### config.mk
export PLATFORM = sky130hd
export DESIGN_NAME = memsched_top
export DESIGN_NICKNAME = d
export VERILOG_FILES = /design/src/hdl/memsched_pkg.sv /design/src/hdl/config_regs.sv /design/src/hdl/request_queues.sv /design/src/hdl/queue_selector.sv /design/src/hdl/slot_timer.sv /design/src/hdl/sched_fsm.sv /design/src/hdl/memsched_top.sv
export SDC_FILE = /design/constraint.sdc
export NUM_CORES = 1
export LEC_CHECK = 0
export BUFFER_PORTS_ARGS = -buffer_cell sky130_fd_sc_hd__buf_2
export CAP_MARGIN = 30
export CORE_MARGIN = 5
export CORE_UTILIZATION = 60
export CTS_BUF_LIST = sky130_fd_sc_hd__clkbuf_16
export DETAILED_ROUTE_END_ITERATION = 10
export MAX_ROUTING_LAYER = met4
export PLACE_DENSITY = 0.77
export SYNTH_ARGS = -nofsm -noshare
export SYNTH_HDL_FRONTEND = slang
export SYNTH_SLANG_ARGS = --single-unit
export TNS_END_PERCENT = 1
### constraint.sdc
create_clock -name clock -period 25.6 [get_ports clock]
set_input_delay 3.84 -clock clock [delete_from_list [all_inputs] [get_ports clock]]
set_output_delay 3.84 -clock clock [all_outputs]
set_load 0.02 [all_outputs]
### src/hdl/memsched_pkg.sv
`default_nettype none

package memsched_pkg;

    ////////////////////////////////////////////////////////////
    // Sizing
    ////////////////////////////////////////////////////////////
    localparam int NUM_QUEUES  = 4;
    localparam int QUEUE_DEPTH = 4;
    localparam int SLOT_CYCLES = 4;

    // Derived widths
    localparam int QUEUE_ID_W = $clog2(NUM_QUEUES);
    localparam int PTR_W      = $clog2(QUEUE_DEPTH);
    localparam int SLOT_CNT_W = $clog2(SLOT_CYCLES + 1);

    ////////////////////////////////////////////////////////////
    // Vector types
    ////////////////////////////////////////////////////////////
    typedef logic [QUEUE_ID_W-1:0] queue_id_t;
    typedef logic [15:0]           payload_t;
    typedef logic [15:0]           time_t;
    typedef logic [3:0]            prio_t;
    typedef logic [3:0]            cfg_addr_t;
    typedef logic [PTR_W-1:0]      slot_ptr_t;
    // One extra bit so a full queue is distinct from an empty one
    typedef logic [PTR_W:0]        fill_t;
    typedef logic [SLOT_CNT_W-1:0] slot_cnt_t;

    ////////////////////////////////////////////////////////////
    // Configuration address map
    ////////////////////////////////////////////////////////////
    localparam cfg_addr_t CFG_DEADLINE_BASE = 4'd0;
    localparam cfg_addr_t CFG_PRIO_BASE     = 4'd4;
    // Bit 0 selects EDF, bit 1 is run
    localparam cfg_addr_t CFG_CONTROL       = 4'd8;

    typedef enum logic {
        MODE_FP  = 1'b0,
        MODE_EDF = 1'b1
    } sched_mode_e;

    typedef enum logic [1:0] {
        ST_IDLE   = 2'd0,
        ST_SELECT = 2'd1,
        ST_ISSUE  = 2'd2,
        ST_WAIT   = 2'd3
    } sched_state_e;

endpackage

`default_nettype wire

### src/hdl/config_regs.sv
`timescale 1ns/10ps
`default_nettype none

module config_regs (
    input  logic                                                  clock,
    input  logic                                                  rst_n,
    input  logic                                                  cfg_we,
    input  memsched_pkg::cfg_addr_t                               cfg_addr,
    input  memsched_pkg::time_t                                   cfg_wdata,
    output memsched_pkg::time_t [memsched_pkg::NUM_QUEUES-1:0]    deadlines,
    output memsched_pkg::prio_t [memsched_pkg::NUM_QUEUES-1:0]    priorities,
    output memsched_pkg::sched_mode_e                             mode,
    output logic                                                  run
);
    import memsched_pkg::*;

    cfg_addr_t dl_off;
    cfg_addr_t pr_off;
    logic      dl_hit;
    logic      pr_hit;
    logic      ctl_hit;

    // Address decode, offsets wrap so one compare covers each window
    always_comb
    begin
        dl_off  = cfg_addr - CFG_DEADLINE_BASE;
        pr_off  = cfg_addr - CFG_PRIO_BASE;
        dl_hit  = cfg_we && (dl_off < cfg_addr_t'(NUM_QUEUES));
        pr_hit  = cfg_we && (pr_off < cfg_addr_t'(NUM_QUEUES));
        ctl_hit = cfg_we && (cfg_addr == CFG_CONTROL);
    end

    always_ff @(posedge clock)
    begin
        if (!rst_n)
        begin
            deadlines  <= '0;
            priorities <= '0;
            mode       <= MODE_FP;
            run        <= 1'b0;
        end
        else
        begin
            if (dl_hit)
                deadlines[queue_id_t'(dl_off)] <= cfg_wdata;
            // Priority field is the low nibble
            if (pr_hit)
                priorities[queue_id_t'(pr_off)] <= prio_t'(cfg_wdata);
            if (ctl_hit)
            begin
                mode <= sched_mode_e'(cfg_wdata[0]);
                run  <= cfg_wdata[1];
            end
        end
    end

endmodule

`default_nettype wire

### src/hdl/request_queues.sv
`timescale 1ns/10ps
`default_nettype none

module request_queues (
    input  logic                                                  clock,
    input  logic                                                  rst_n,
    input  logic                                                  req_a_valid,
    input  logic                                                  req_b_valid,
    input  memsched_pkg::queue_id_t                               req_a_queue,
    input  memsched_pkg::queue_id_t                               req_b_queue,
    input  memsched_pkg::payload_t                                req_a_payload,
    input  memsched_pkg::payload_t                                req_b_payload,
    input  memsched_pkg::time_t                                   now,
    input  logic                                                  pop,
    input  memsched_pkg::queue_id_t                               pop_queue,
    output logic [memsched_pkg::NUM_QUEUES-1:0]                   not_empty,
    output memsched_pkg::time_t [memsched_pkg::NUM_QUEUES-1:0]    head_stamp,
    output memsched_pkg::payload_t [memsched_pkg::NUM_QUEUES-1:0] head_payload,
    output logic                                                  req_drop
);
    import memsched_pkg::*;

    // Circular buffers, one row per queue
    payload_t  pay_mem   [NUM_QUEUES][QUEUE_DEPTH];
    time_t     stamp_mem [NUM_QUEUES][QUEUE_DEPTH];
    slot_ptr_t rd_ptr    [NUM_QUEUES];
    slot_ptr_t wr_ptr    [NUM_QUEUES];
    fill_t     fill      [NUM_QUEUES];

    logic [NUM_QUEUES-1:0] pop_hit;
    logic [NUM_QUEUES-1:0] accept_a;
    logic [NUM_QUEUES-1:0] accept_b;
    slot_ptr_t             slot_b [NUM_QUEUES];
    logic                  drop_any;

    ////////////////////////////////////////////////////////////
    // Admission
    ////////////////////////////////////////////////////////////
    always_comb
    begin
        int free_slots;
        for (int q = 0; q < NUM_QUEUES; q++)
        begin
            pop_hit[q] = pop && (pop_queue == queue_id_t'(q));
            // A pop this cycle frees its entry for the pushes
            free_slots = QUEUE_DEPTH - int'(fill[q]) + int'(pop_hit[q]);
            accept_a[q] = req_a_valid && (req_a_queue == queue_id_t'(q))
                          && (free_slots >= 1);
            // Port b lands behind port a
            accept_b[q] = req_b_valid && (req_b_queue == queue_id_t'(q))
                          && (free_slots >= 1 + int'(accept_a[q]));
            slot_b[q] = wr_ptr[q] + slot_ptr_t'(accept_a[q]);
        end
        // Each strobe targets exactly one queue
        drop_any = (req_a_valid && !(|accept_a)) || (req_b_valid && !(|accept_b));
    end

    ////////////////////////////////////////////////////////////
    // Pointers and fill levels
    ////////////////////////////////////////////////////////////
    always_ff @(posedge clock)
    begin
        if (!rst_n)
        begin
            for (int q = 0; q < NUM_QUEUES; q++)
            begin
                rd_ptr[q] <= '0;
                wr_ptr[q] <= '0;
                fill[q]   <= '0;
            end
            req_drop <= 1'b0;
        end
        else
        begin
            for (int q = 0; q < NUM_QUEUES; q++)
            begin
                rd_ptr[q] <= rd_ptr[q] + slot_ptr_t'(pop_hit[q]);
                wr_ptr[q] <= wr_ptr[q] + slot_ptr_t'(accept_a[q]) + slot_ptr_t'(accept_b[q]);
                fill[q]   <= fill[q] + fill_t'(accept_a[q]) + fill_t'(accept_b[q])
                             - fill_t'(pop_hit[q]);
            end
            req_drop <= drop_any;
        end
    end

    // Entry storage, stamped with the arrival time
    always_ff @(posedge clock)
    begin
        for (int q = 0; q < NUM_QUEUES; q++)
        begin
            if (accept_a[q])
            begin
                pay_mem[q][wr_ptr[q]]   <= req_a_payload;
                stamp_mem[q][wr_ptr[q]] <= now;
            end
            if (accept_b[q])
            begin
                pay_mem[q][slot_b[q]]   <= req_b_payload;
                stamp_mem[q][slot_b[q]] <= now;
            end
        end
    end

    always_comb
    begin
        for (int q = 0; q < NUM_QUEUES; q++)
        begin
            not_empty[q]    = (fill[q] != '0);
            head_payload[q] = pay_mem[q][rd_ptr[q]];
            head_stamp[q]   = stamp_mem[q][rd_ptr[q]];
        end
    end

    // Scheduler must only pop a queue holding data
    a_pop_not_empty: assert property (
        @(posedge clock) disable iff (!rst_n)
        pop |-> not_empty[pop_queue]
    );

endmodule

`default_nettype wire

### src/hdl/queue_selector.sv
`timescale 1ns/10ps
`default_nettype none

module queue_selector (
    input  logic [memsched_pkg::NUM_QUEUES-1:0]                   not_empty,
    input  memsched_pkg::time_t [memsched_pkg::NUM_QUEUES-1:0]    deadlines,
    input  memsched_pkg::prio_t [memsched_pkg::NUM_QUEUES-1:0]    priorities,
    input  memsched_pkg::time_t [memsched_pkg::NUM_QUEUES-1:0]    head_stamp,
    input  memsched_pkg::time_t                                   now,
    input  memsched_pkg::sched_mode_e                             mode,
    output memsched_pkg::queue_id_t                               pick_queue,
    output logic                                                  pick_valid
);
    import memsched_pkg::*;

    time_t slack [NUM_QUEUES];

    // Absolute deadline minus now, wrapping on the 16-bit time base
    always_comb
    begin
        for (int q = 0; q < NUM_QUEUES; q++)
            slack[q] = head_stamp[q] + deadlines[q] - now;
    end

    ////////////////////////////////////////////////////////////
    // Winner search
    ////////////////////////////////////////////////////////////
    always_comb
    begin
        logic  better;
        prio_t best_prio;
        time_t best_slack;
        pick_valid = 1'b0;
        pick_queue = '0;
        best_prio  = '0;
        best_slack = '0;
        for (int q = 0; q < NUM_QUEUES; q++)
        begin
            // Strict compares keep ties on the lower index
            if (mode == MODE_EDF)
                better = !pick_valid || (slack[q] < best_slack);
            else
                better = !pick_valid || (priorities[q] > best_prio);
            if (not_empty[q] && better)
            begin
                pick_valid = 1'b1;
                pick_queue = queue_id_t'(q);
                best_prio  = priorities[q];
                best_slack = slack[q];
            end
        end
    end

endmodule

`default_nettype wire

### src/hdl/slot_timer.sv
`timescale 1ns/10ps
`default_nettype none

module slot_timer (
    input  logic                clock,
    input  logic                rst_n,
    input  logic                slot_start,
    output memsched_pkg::time_t now,
    output logic                slot_done
);
    import memsched_pkg::*;

    slot_cnt_t count;

    // Time base and slot countdown
    always_ff @(posedge clock)
    begin
        if (!rst_n)
        begin
            now   <= '0;
            count <= '0;
        end
        else
        begin
            now <= now + time_t'(1);
            if (slot_start)
                count <= slot_cnt_t'(SLOT_CYCLES);
            else if (count != '0)
                count <= count - slot_cnt_t'(1);
        end
    end

    // High in the last countdown cycle
    // which is SLOT_CYCLES cycles after slot_start
    assign slot_done = (count == slot_cnt_t'(1));

    a_no_restart: assert property (
        @(posedge clock) disable iff (!rst_n)
        slot_start |-> (count == '0)
    );

endmodule

`default_nettype wire

### src/hdl/sched_fsm.sv
`timescale 1ns/10ps
`default_nettype none

module sched_fsm (
    input  logic                                                  clock,
    input  logic                                                  rst_n,
    input  logic                                                  run,
    input  logic                                                  pick_valid,
    input  memsched_pkg::queue_id_t                               pick_queue,
    input  memsched_pkg::payload_t [memsched_pkg::NUM_QUEUES-1:0] head_payload,
    input  logic                                                  slot_done,
    output logic                                                  pop,
    output memsched_pkg::queue_id_t                               pop_queue,
    output logic                                                  slot_start,
    output logic                                                  mem_valid,
    output memsched_pkg::queue_id_t                               mem_queue,
    output memsched_pkg::payload_t                                mem_payload
);
    import memsched_pkg::*;

    sched_state_e state;
    sched_state_e state_next;
    logic         issue_q;

    ////////////////////////////////////////////////////////////
    // State machine
    ////////////////////////////////////////////////////////////
    always_comb
    begin
        state_next = state;
        case (state)
            ST_IDLE:
                if (run && pick_valid)
                    state_next = ST_SELECT;
            ST_SELECT:
                state_next = ST_ISSUE;
            ST_ISSUE:
                state_next = ST_WAIT;
            ST_WAIT:
                if (slot_done)
                    state_next = ST_IDLE;
            default:
                state_next = ST_IDLE;
        endcase
    end

    always_ff @(posedge clock)
    begin
        if (!rst_n)
        begin
            state   <= ST_IDLE;
            issue_q <= 1'b0;
        end
        else
        begin
            state <= state_next;
            // High for exactly the ISSUE cycle
            issue_q <= (state == ST_SELECT);
        end
    end

    // Capture the pick so a late push cannot change the issued entry
    always_ff @(posedge clock)
    begin
        if (state == ST_SELECT)
        begin
            mem_queue   <= pick_queue;
            mem_payload <= head_payload[pick_queue];
        end
    end

    assign pop        = issue_q;
    assign pop_queue  = mem_queue;
    assign slot_start = issue_q;
    assign mem_valid  = issue_q;

    a_issue_state: assert property (
        @(posedge clock) disable iff (!rst_n)
        mem_valid |-> (state == ST_ISSUE)
    );

    // Slot spacing between successive issues
    a_issue_gap: assert property (
        @(posedge clock) disable iff (!rst_n)
        mem_valid |=> !mem_valid [*SLOT_CYCLES+1]
    );

endmodule

`default_nettype wire

### src/hdl/memsched_top.sv
`timescale 1ns/10ps
`default_nettype none

module memsched_top (
    input  logic                          clock,
    input  logic                          rst_n,
    // Requester ports
    input  logic                          req_a_valid,
    input  memsched_pkg::queue_id_t       req_a_queue,
    input  memsched_pkg::payload_t        req_a_payload,
    input  logic                          req_b_valid,
    input  memsched_pkg::queue_id_t       req_b_queue,
    input  memsched_pkg::payload_t        req_b_payload,
    output logic                          req_drop,
    // Configuration
    input  logic                          cfg_we,
    input  memsched_pkg::cfg_addr_t       cfg_addr,
    input  memsched_pkg::time_t           cfg_wdata,
    // Memory side
    output logic                          mem_valid,
    output memsched_pkg::queue_id_t       mem_queue,
    output memsched_pkg::payload_t        mem_payload
);
    import memsched_pkg::*;

    time_t    [NUM_QUEUES-1:0] deadlines;
    prio_t    [NUM_QUEUES-1:0] priorities;
    sched_mode_e               mode;
    logic                      run;

    logic     [NUM_QUEUES-1:0] not_empty;
    time_t    [NUM_QUEUES-1:0] head_stamp;
    payload_t [NUM_QUEUES-1:0] head_payload;

    queue_id_t                 pick_queue;
    logic                      pick_valid;
    logic                      pop;
    queue_id_t                 pop_queue;
    logic                      slot_start;
    logic                      slot_done;
    time_t                     now;

    config_regs config_regs_i (
        .clock      (clock),
        .rst_n      (rst_n),
        .cfg_we     (cfg_we),
        .cfg_addr   (cfg_addr),
        .cfg_wdata  (cfg_wdata),
        .deadlines  (deadlines),
        .priorities (priorities),
        .mode       (mode),
        .run        (run)
    );

    request_queues request_queues_i (
        .clock         (clock),
        .rst_n         (rst_n),
        .req_a_valid   (req_a_valid),
        .req_b_valid   (req_b_valid),
        .req_a_queue   (req_a_queue),
        .req_b_queue   (req_b_queue),
        .req_a_payload (req_a_payload),
        .req_b_payload (req_b_payload),
        .now           (now),
        .pop           (pop),
        .pop_queue     (pop_queue),
        .not_empty     (not_empty),
        .head_stamp    (head_stamp),
        .head_payload  (head_payload),
        .req_drop      (req_drop)
    );

    queue_selector queue_selector_i (
        .not_empty  (not_empty),
        .deadlines  (deadlines),
        .priorities (priorities),
        .head_stamp (head_stamp),
        .now        (now),
        .mode       (mode),
        .pick_queue (pick_queue),
        .pick_valid (pick_valid)
    );

    slot_timer slot_timer_i (
        .clock      (clock),
        .rst_n      (rst_n),
        .slot_start (slot_start),
        .now        (now),
        .slot_done  (slot_done)
    );

    sched_fsm sched_fsm_i (
        .clock        (clock),
        .rst_n        (rst_n),
        .run          (run),
        .pick_valid   (pick_valid),
        .pick_queue   (pick_queue),
        .head_payload (head_payload),
        .slot_done    (slot_done),
        .pop          (pop),
        .pop_queue    (pop_queue),
        .slot_start   (slot_start),
        .mem_valid    (mem_valid),
        .mem_queue    (mem_queue),
        .mem_payload  (mem_payload)
    );

endmodule

`default_nettype wire

==> metrics.cfg, run 1 <==
[outcome]
status=complete, no violations

[synthesis]
synth_nets=3069
synth_top_family_by_area=multiplexers
synthAdderAreaFrac_pct=10.7
synthSimpleGateAreaFrac_pct=7.04
synth_top_cell_by_area=edfxtp_1
post_synth_main_area_contributors=edfxtp_1, mux2_2, mux4_2
synth_cell_types=71
synth_flop_cell=edfxtp_1
async_flop_share_pct=0
yosysSeqAreaShare_pct=51.7
synth_mux_area_share_pct=18.7
synth_edf_count=530
yosysWarningCount=0
avgSynthCellArea_um2=13.1
netlist.area_leader.share_pct=44.3
synth_area_mm2=0.0359
ys_seq_elements=663
syn_inst=2741
synth_xor_area_share_pct=2.29
synth_compound_gate_area_share_pct=4.85

[timing]
grt_setup_unrepaired=no
setup_slack_ps=13420
hold_viol_final=0
setup_viol=0
finalCriticalPeriod_ps=12180
slew_viol_final=0
fmax_ghz=0.0821
post-route-period-util_pct=47.6
finalSetupTns_ps=0
fin_skew_ps=31.4
worst_slew_pin_slew_ps=1010
slew-limit-headroom_pct=32.3

[die]
die_h_um=255
dieArea_mm2=0.0649
die_w_um=255
io-pin-count=81
initial_core_util_pct=60.8
placeableCoreArea_mm2=0.0591
rows=89

[clock_network]
worst_skew_pair.late_latency_ps=610
cts_resized=0
clk_path_buf_depth=3
clock-sinks=663
cts_tree=done
cts_buffers=69
root_buffer=clkbuf_16
htreeDepth=3
clkTransAtPathRegs_ps=60
cts_hold_buffers=0
postCtsSetupRepairBufs=0

[power_and_ir_drop]
peakVddDrop_v=0.0000762
finalPower_mw=3.88
pwr_density_cell_mw_per_mm2=97.9
power.leakage_nw=14.7

[worst_setup_path]
cp_top_family=compound AO/OA/AOI/OAI gates
crit_required_ps=25950
arrival_ps=12530
worstSetupPathType=flop to flop
cpMostUsedCell=a21oi_1
worstSetupStartpointType=flop
path_buf_inv=5
end_kind=flop
r2r_start=request_queues_i.rd_ptr[1][0]
crit_path_top_delay_cell=a31oi_4
max_stage_delay_ps=700
worstSetupStartpoint=request_queues_i.rd_ptr[1][0]
cp_max_fo=50

[global_route]
antenna_found_initial=0
overflow=0
first_global_vias=23672
groute.usage.overall_pct=29.2
grt_max_degree=75
grt_pass1_wl_um=139000

[layout]
drive_gt1_share_pct=24.8
layout_common_cells=edfxtp_1, inv_1, mux2_2
utilization_pct=67.1
area.growth.synth_to_final_pct=10.5
nNetsFinal=3158
layout_commonest_cell=edfxtp_1
antenna_cells=0
final_cell_count_no_fill=3658

[flow_run]
maxCapViolations=0

[place]
placedCellCount=3530
place.gp.congestion=0.920
place_hpwl_um=59400
portBuffers=80
preCtsSetupSlack_ps=13030

[routing]
drc=0
via_per_inst=6.20
postRouteAntennaNets=0
first_pass_iters=6
drtIter0Drc=1685
routed_wl_um=91400
detail_route.wl_per_cell_um=25.0
via_count=22667

[hold_path]
hp-class=flop to flop
min_from=config_regs_i.deadlines[38]

-- through the flow --
| step | area (um2) | hold slack, ps |
|---|---|---|
| 3_3_place_gp | 37300 | 441 |
| 4_1_cts | 39600 | 455 |
| 2_1_floorplan | 35900 | 436 |
| 5_1_grt | 39700 | 471 |
| 6_report | 39700 | 455 |
| 3_5_place_dp | 37400 | 447 |
-- metal layers --
layer  routed length [um]  global-route usage (%)  vias to the layer above
li1                     -                       -                    10095
met1                36300                    37.0                    11507
met2                45800                    48.7                      829
met3                 5830                    3.76                      236
met4                 3480                    10.8                        0
met5                    0                       -                        -
-- flip-flops by register name, summed over array words and instances, names as in the netlist --
signal,count
sched_fsm_i.mem_valid,1
slot_timer_i.count,3
config_regs_i.run,1
request_queues_i.req_drop,1
request_queues_i.wr_ptr,8
config_regs_i.mode,1
config_regs_i.deadlines,64
sched_fsm_i.mem_payload,16
sched_fsm_i.mem_queue,2
slot_timer_i.now,16
sched_fsm_i.state,2
request_queues_i.rd_ptr,8
request_queues_i.stamp_mem,256
request_queues_i.pay_mem,256
config_regs_i.priorities,16
request_queues_i.fill,12
-- area by class of cell --
type | count | area [um2]
Sequential cell | 663 | 18600
Clock buffer | 71 | 1780
Inverter | 313 | 1180
Multi-Input combinational cell | 1641 | 15800
Fill cell | 4151 | 19400
Clock inverter | 55 | 430
Timing Repair Buffer | 142 | 973
Tap cell | 773 | 967
-- cells by family after synthesis --
group / after synthesis
flops: 663
simple gates: 530
mux: 468
buf+inv: 437
compound gates: 282
fa+ha+maj: 267
xor+xnor: 94
-- final timing paths --
path                                               endpoint  cells past startpoint  slack [ps]
worst max register to register   sched_fsm_i.mem_payload[9]                     40       13420
worst max-delay path             sched_fsm_i.mem_payload[9]                     40       13420
worst min register to register  config_regs_i.deadlines[38]                      2         450
worst min-delay path            config_regs_i.deadlines[38]                      2         450
-- where the power goes --
part	internal (mW)	total [mW]	switching [mW]
clock	0.565	0.988	0.422
sequential	1.29	1.34	0.0423
combinational	0.661	1.56	0.901
total	2.52	3.88	1.37
-- synth_stat cells (all sizes together), types with 6 or more instances --
cell       n
nand2    204
nand3b    12
nor2     125
o22ai      6
edfxtp   530
clkbuf    90
dfxtp    133
xor2      28
nand4      7
or3        9
nor2b     24
o21bai    13
nand2b    13
nand3     35
mux2i     31
mux2     309
a21oi    131
inv      312
nor3b      7
and3      10
a21o      14
fa        68
o21a       9
xnor2     66
buf       34
o21ai     44
mux4     128
nor4       6
nor3      33
a31oi     10
a211oi     9
and2      22
ha       199
or2        6
o2111ai    8
a211o      6
-- worst min-delay path: stages, from the launching register on --
cell and delay [ps]:
dfxtp_1 310, nand2_1 50, a21oi_1 50
No activity file was read; power rests on OpenSTA's default activity.
==> run 2: changes to the inputs <==
- CORE_UTILIZATION: 60 -> 57
- PLACE_DENSITY: 0.77 -> 0.76
- clock period: 25.6 -> 10.2 ns (I/O delays scaled with it)
==> metrics.cfg, run 2 (synthesis gave the netlist of run 1 again) <==
[routing]
via_per_inst=6.06
via_count=22685
first_pass_iters=7
routed_wl_um=91300
detail_route.wl_per_cell_um=24.4
postRouteAntennaNets=0
drtIter0Drc=2200
drc=0

[worst_setup_path]
r2r_slack_ps=430
end_kind=flop
r2r_cells=37
crit_required_ps=10550
crit_path_top_delay_cell=or4b_2
cp_max_fo=18
r2r_start=request_queues_i.rd_ptr[1][0]
arrival_ps=10130
worstSetupPathType=flop to flop
max_stage_delay_ps=650
worstSetupStartpointType=flop
r2r_end=sched_fsm_i.mem_payload[12]
cpMostUsedCell=a21oi_1

[power_and_ir_drop]
power.leakage_nw=14.8
finalPower_mw=9.86
peakVddDrop_v=0.000144
pwr_density_cell_mw_per_mm2=247

[clock_network]
clock-sinks=663
cts_hold_buffers=0
clk_path_buf_depth=3
worst_skew_pair.late_latency_ps=630
cts_buffers=71
cts_tree=done
htreeDepth=3
root_buffer=clkbuf_16
clkTransAtPathRegs_ps=60

[die]
placeableCoreArea_mm2=0.0627
dieArea_mm2=0.0682
initial_core_util_pct=57.3
die_h_um=261
die_w_um=261
io-pin-count=81
rows=92

[timing]
slew_viol_final=0
fin_skew_ps=27.8
post-route-period-util_pct=95.8
fmax_ghz=0.102
slew-limit-headroom_pct=30.9
setup_viol=0
setup_slack_ps=428
hold_viol_final=0
finalCriticalPeriod_ps=9770
worst_slew_pin_slew_ps=1030

[place]
place_hpwl_um=62400
portBuffers=80
place.gp.congestion=0.956
preCtsSetupSlack_ps=199
placedCellCount=3613

[layout]
utilization_pct=63.7
layout_common_cells=edfxtp_1, inv_1, mux2_2
n_fill_cell=4627
layout_commonest_cell=edfxtp_1
drive_gt1_share_pct=25.4
final_cell_count_no_fill=3746
antenna_cells=0
area.growth.synth_to_final_pct=11.2
nNetsFinal=3174

[global_route]
overflow=0
grt_max_degree=62
grt_pass1_wl_um=138000
groute.usage.overall_pct=27.5
antenna_found_initial=0
first_global_vias=23301

[flow_run]
maxCapViolations=0

[outcome]
status=complete, no violations

[hold_path]
holdPathEnd=config_regs_i.deadlines[37]
hp-class=flop to flop
min_from=config_regs_i.deadlines[37]
min_delay_path_depth=2

run 2: worst max-delay path, delay by kind of cell, from the launching register on:
family,cells,cell delay (ps)
compound gates,17,3430
mux,4,1540
buf+inv,3,450
simple gates,7,1490
flops,1,460
fa+ha+maj,5,1830
xor+xnor,1,270
run 2: timing repair:
item / 4_1_cts / 5_1_grt
gates resized for setup: 0 / 10
buffers inserted: 0 / 4
endpoints found under the setup margin: 0 / 18
endpoints found under the hold margin: 0 / 0
run 2: power breakdown:
part / switching (mW) / total, mW / internal (mW) / leakage [nW]
clock network: 1.08 / 2.50 / 1.42 / 1.16
registers: 0.105 / 3.35 / 3.25 / 5.96
logic: 2.32 / 4.01 / 1.69 / 7.66
total: 3.50 / 9.86 / 6.36 / 14.8
run 2: final cells by class:
cell class | instances | area, um2 | area share (%)
Clock buffer | 72 | 1800 | 4.51
Clock inverter | 55 | 452 | 1.13
Inverter | 313 | 1180 | 2.94
Multi-Input combinational cell | 1642 | 15800 | 39.6
Sequential cell | 663 | 18600 | 46.5
Tap cell | 846 | 1060 | 2.65
Timing Repair Buffer | 155 | 1040 | 2.60
run 2: worst max path at each step:
stage / startpoint / slack (ps) / end / cells past startpoint
2_1_floorplan: request_queues_i.rd_ptr[0][0] / 40 / sched_fsm_i.mem_payload[10] / 51
3_3_place_gp: request_queues_i.rd_ptr[1][0] / 380 / sched_fsm_i.mem_payload[14] / 41
3_5_place_dp: request_queues_i.rd_ptr[1][0] / 200 / sched_fsm_i.mem_payload[7] / 38
4_1_cts: request_queues_i.rd_ptr[1][0] / 140 / sched_fsm_i.mem_payload[12] / 36
5_1_grt: request_queues_i.rd_ptr[1][0] / -20 / sched_fsm_i.mem_payload[12] / 39
6_report: request_queues_i.rd_ptr[1][0] / 430 / sched_fsm_i.mem_payload[12] / 37
run 2: per-stage QoR:
| step | cell area, um2 | hold WS [ps] | TNS [ps] |
|---|---|---|---|
| 6_report | 40000 | 455 | 0 |
| 3_5_place_dp | 37600 | 449 | 0 |
| 3_3_place_gp | 37500 | 441 | 0 |
| 5_1_grt | 40000 | 472 | -18.7 |
| 2_1_floorplan | 36000 | 436 | 0 |
| 4_1_cts | 39800 | 457 | 0 |
run 2: per-layer routing:
layer	up-vias	routed length, um	track usage, %
met4	0	3030	8.39
met2	875	46000	46.5
met5	-	0	-
li1	10152	-	-
met3	195	5780	3.69
met1	11463	36500	35.1
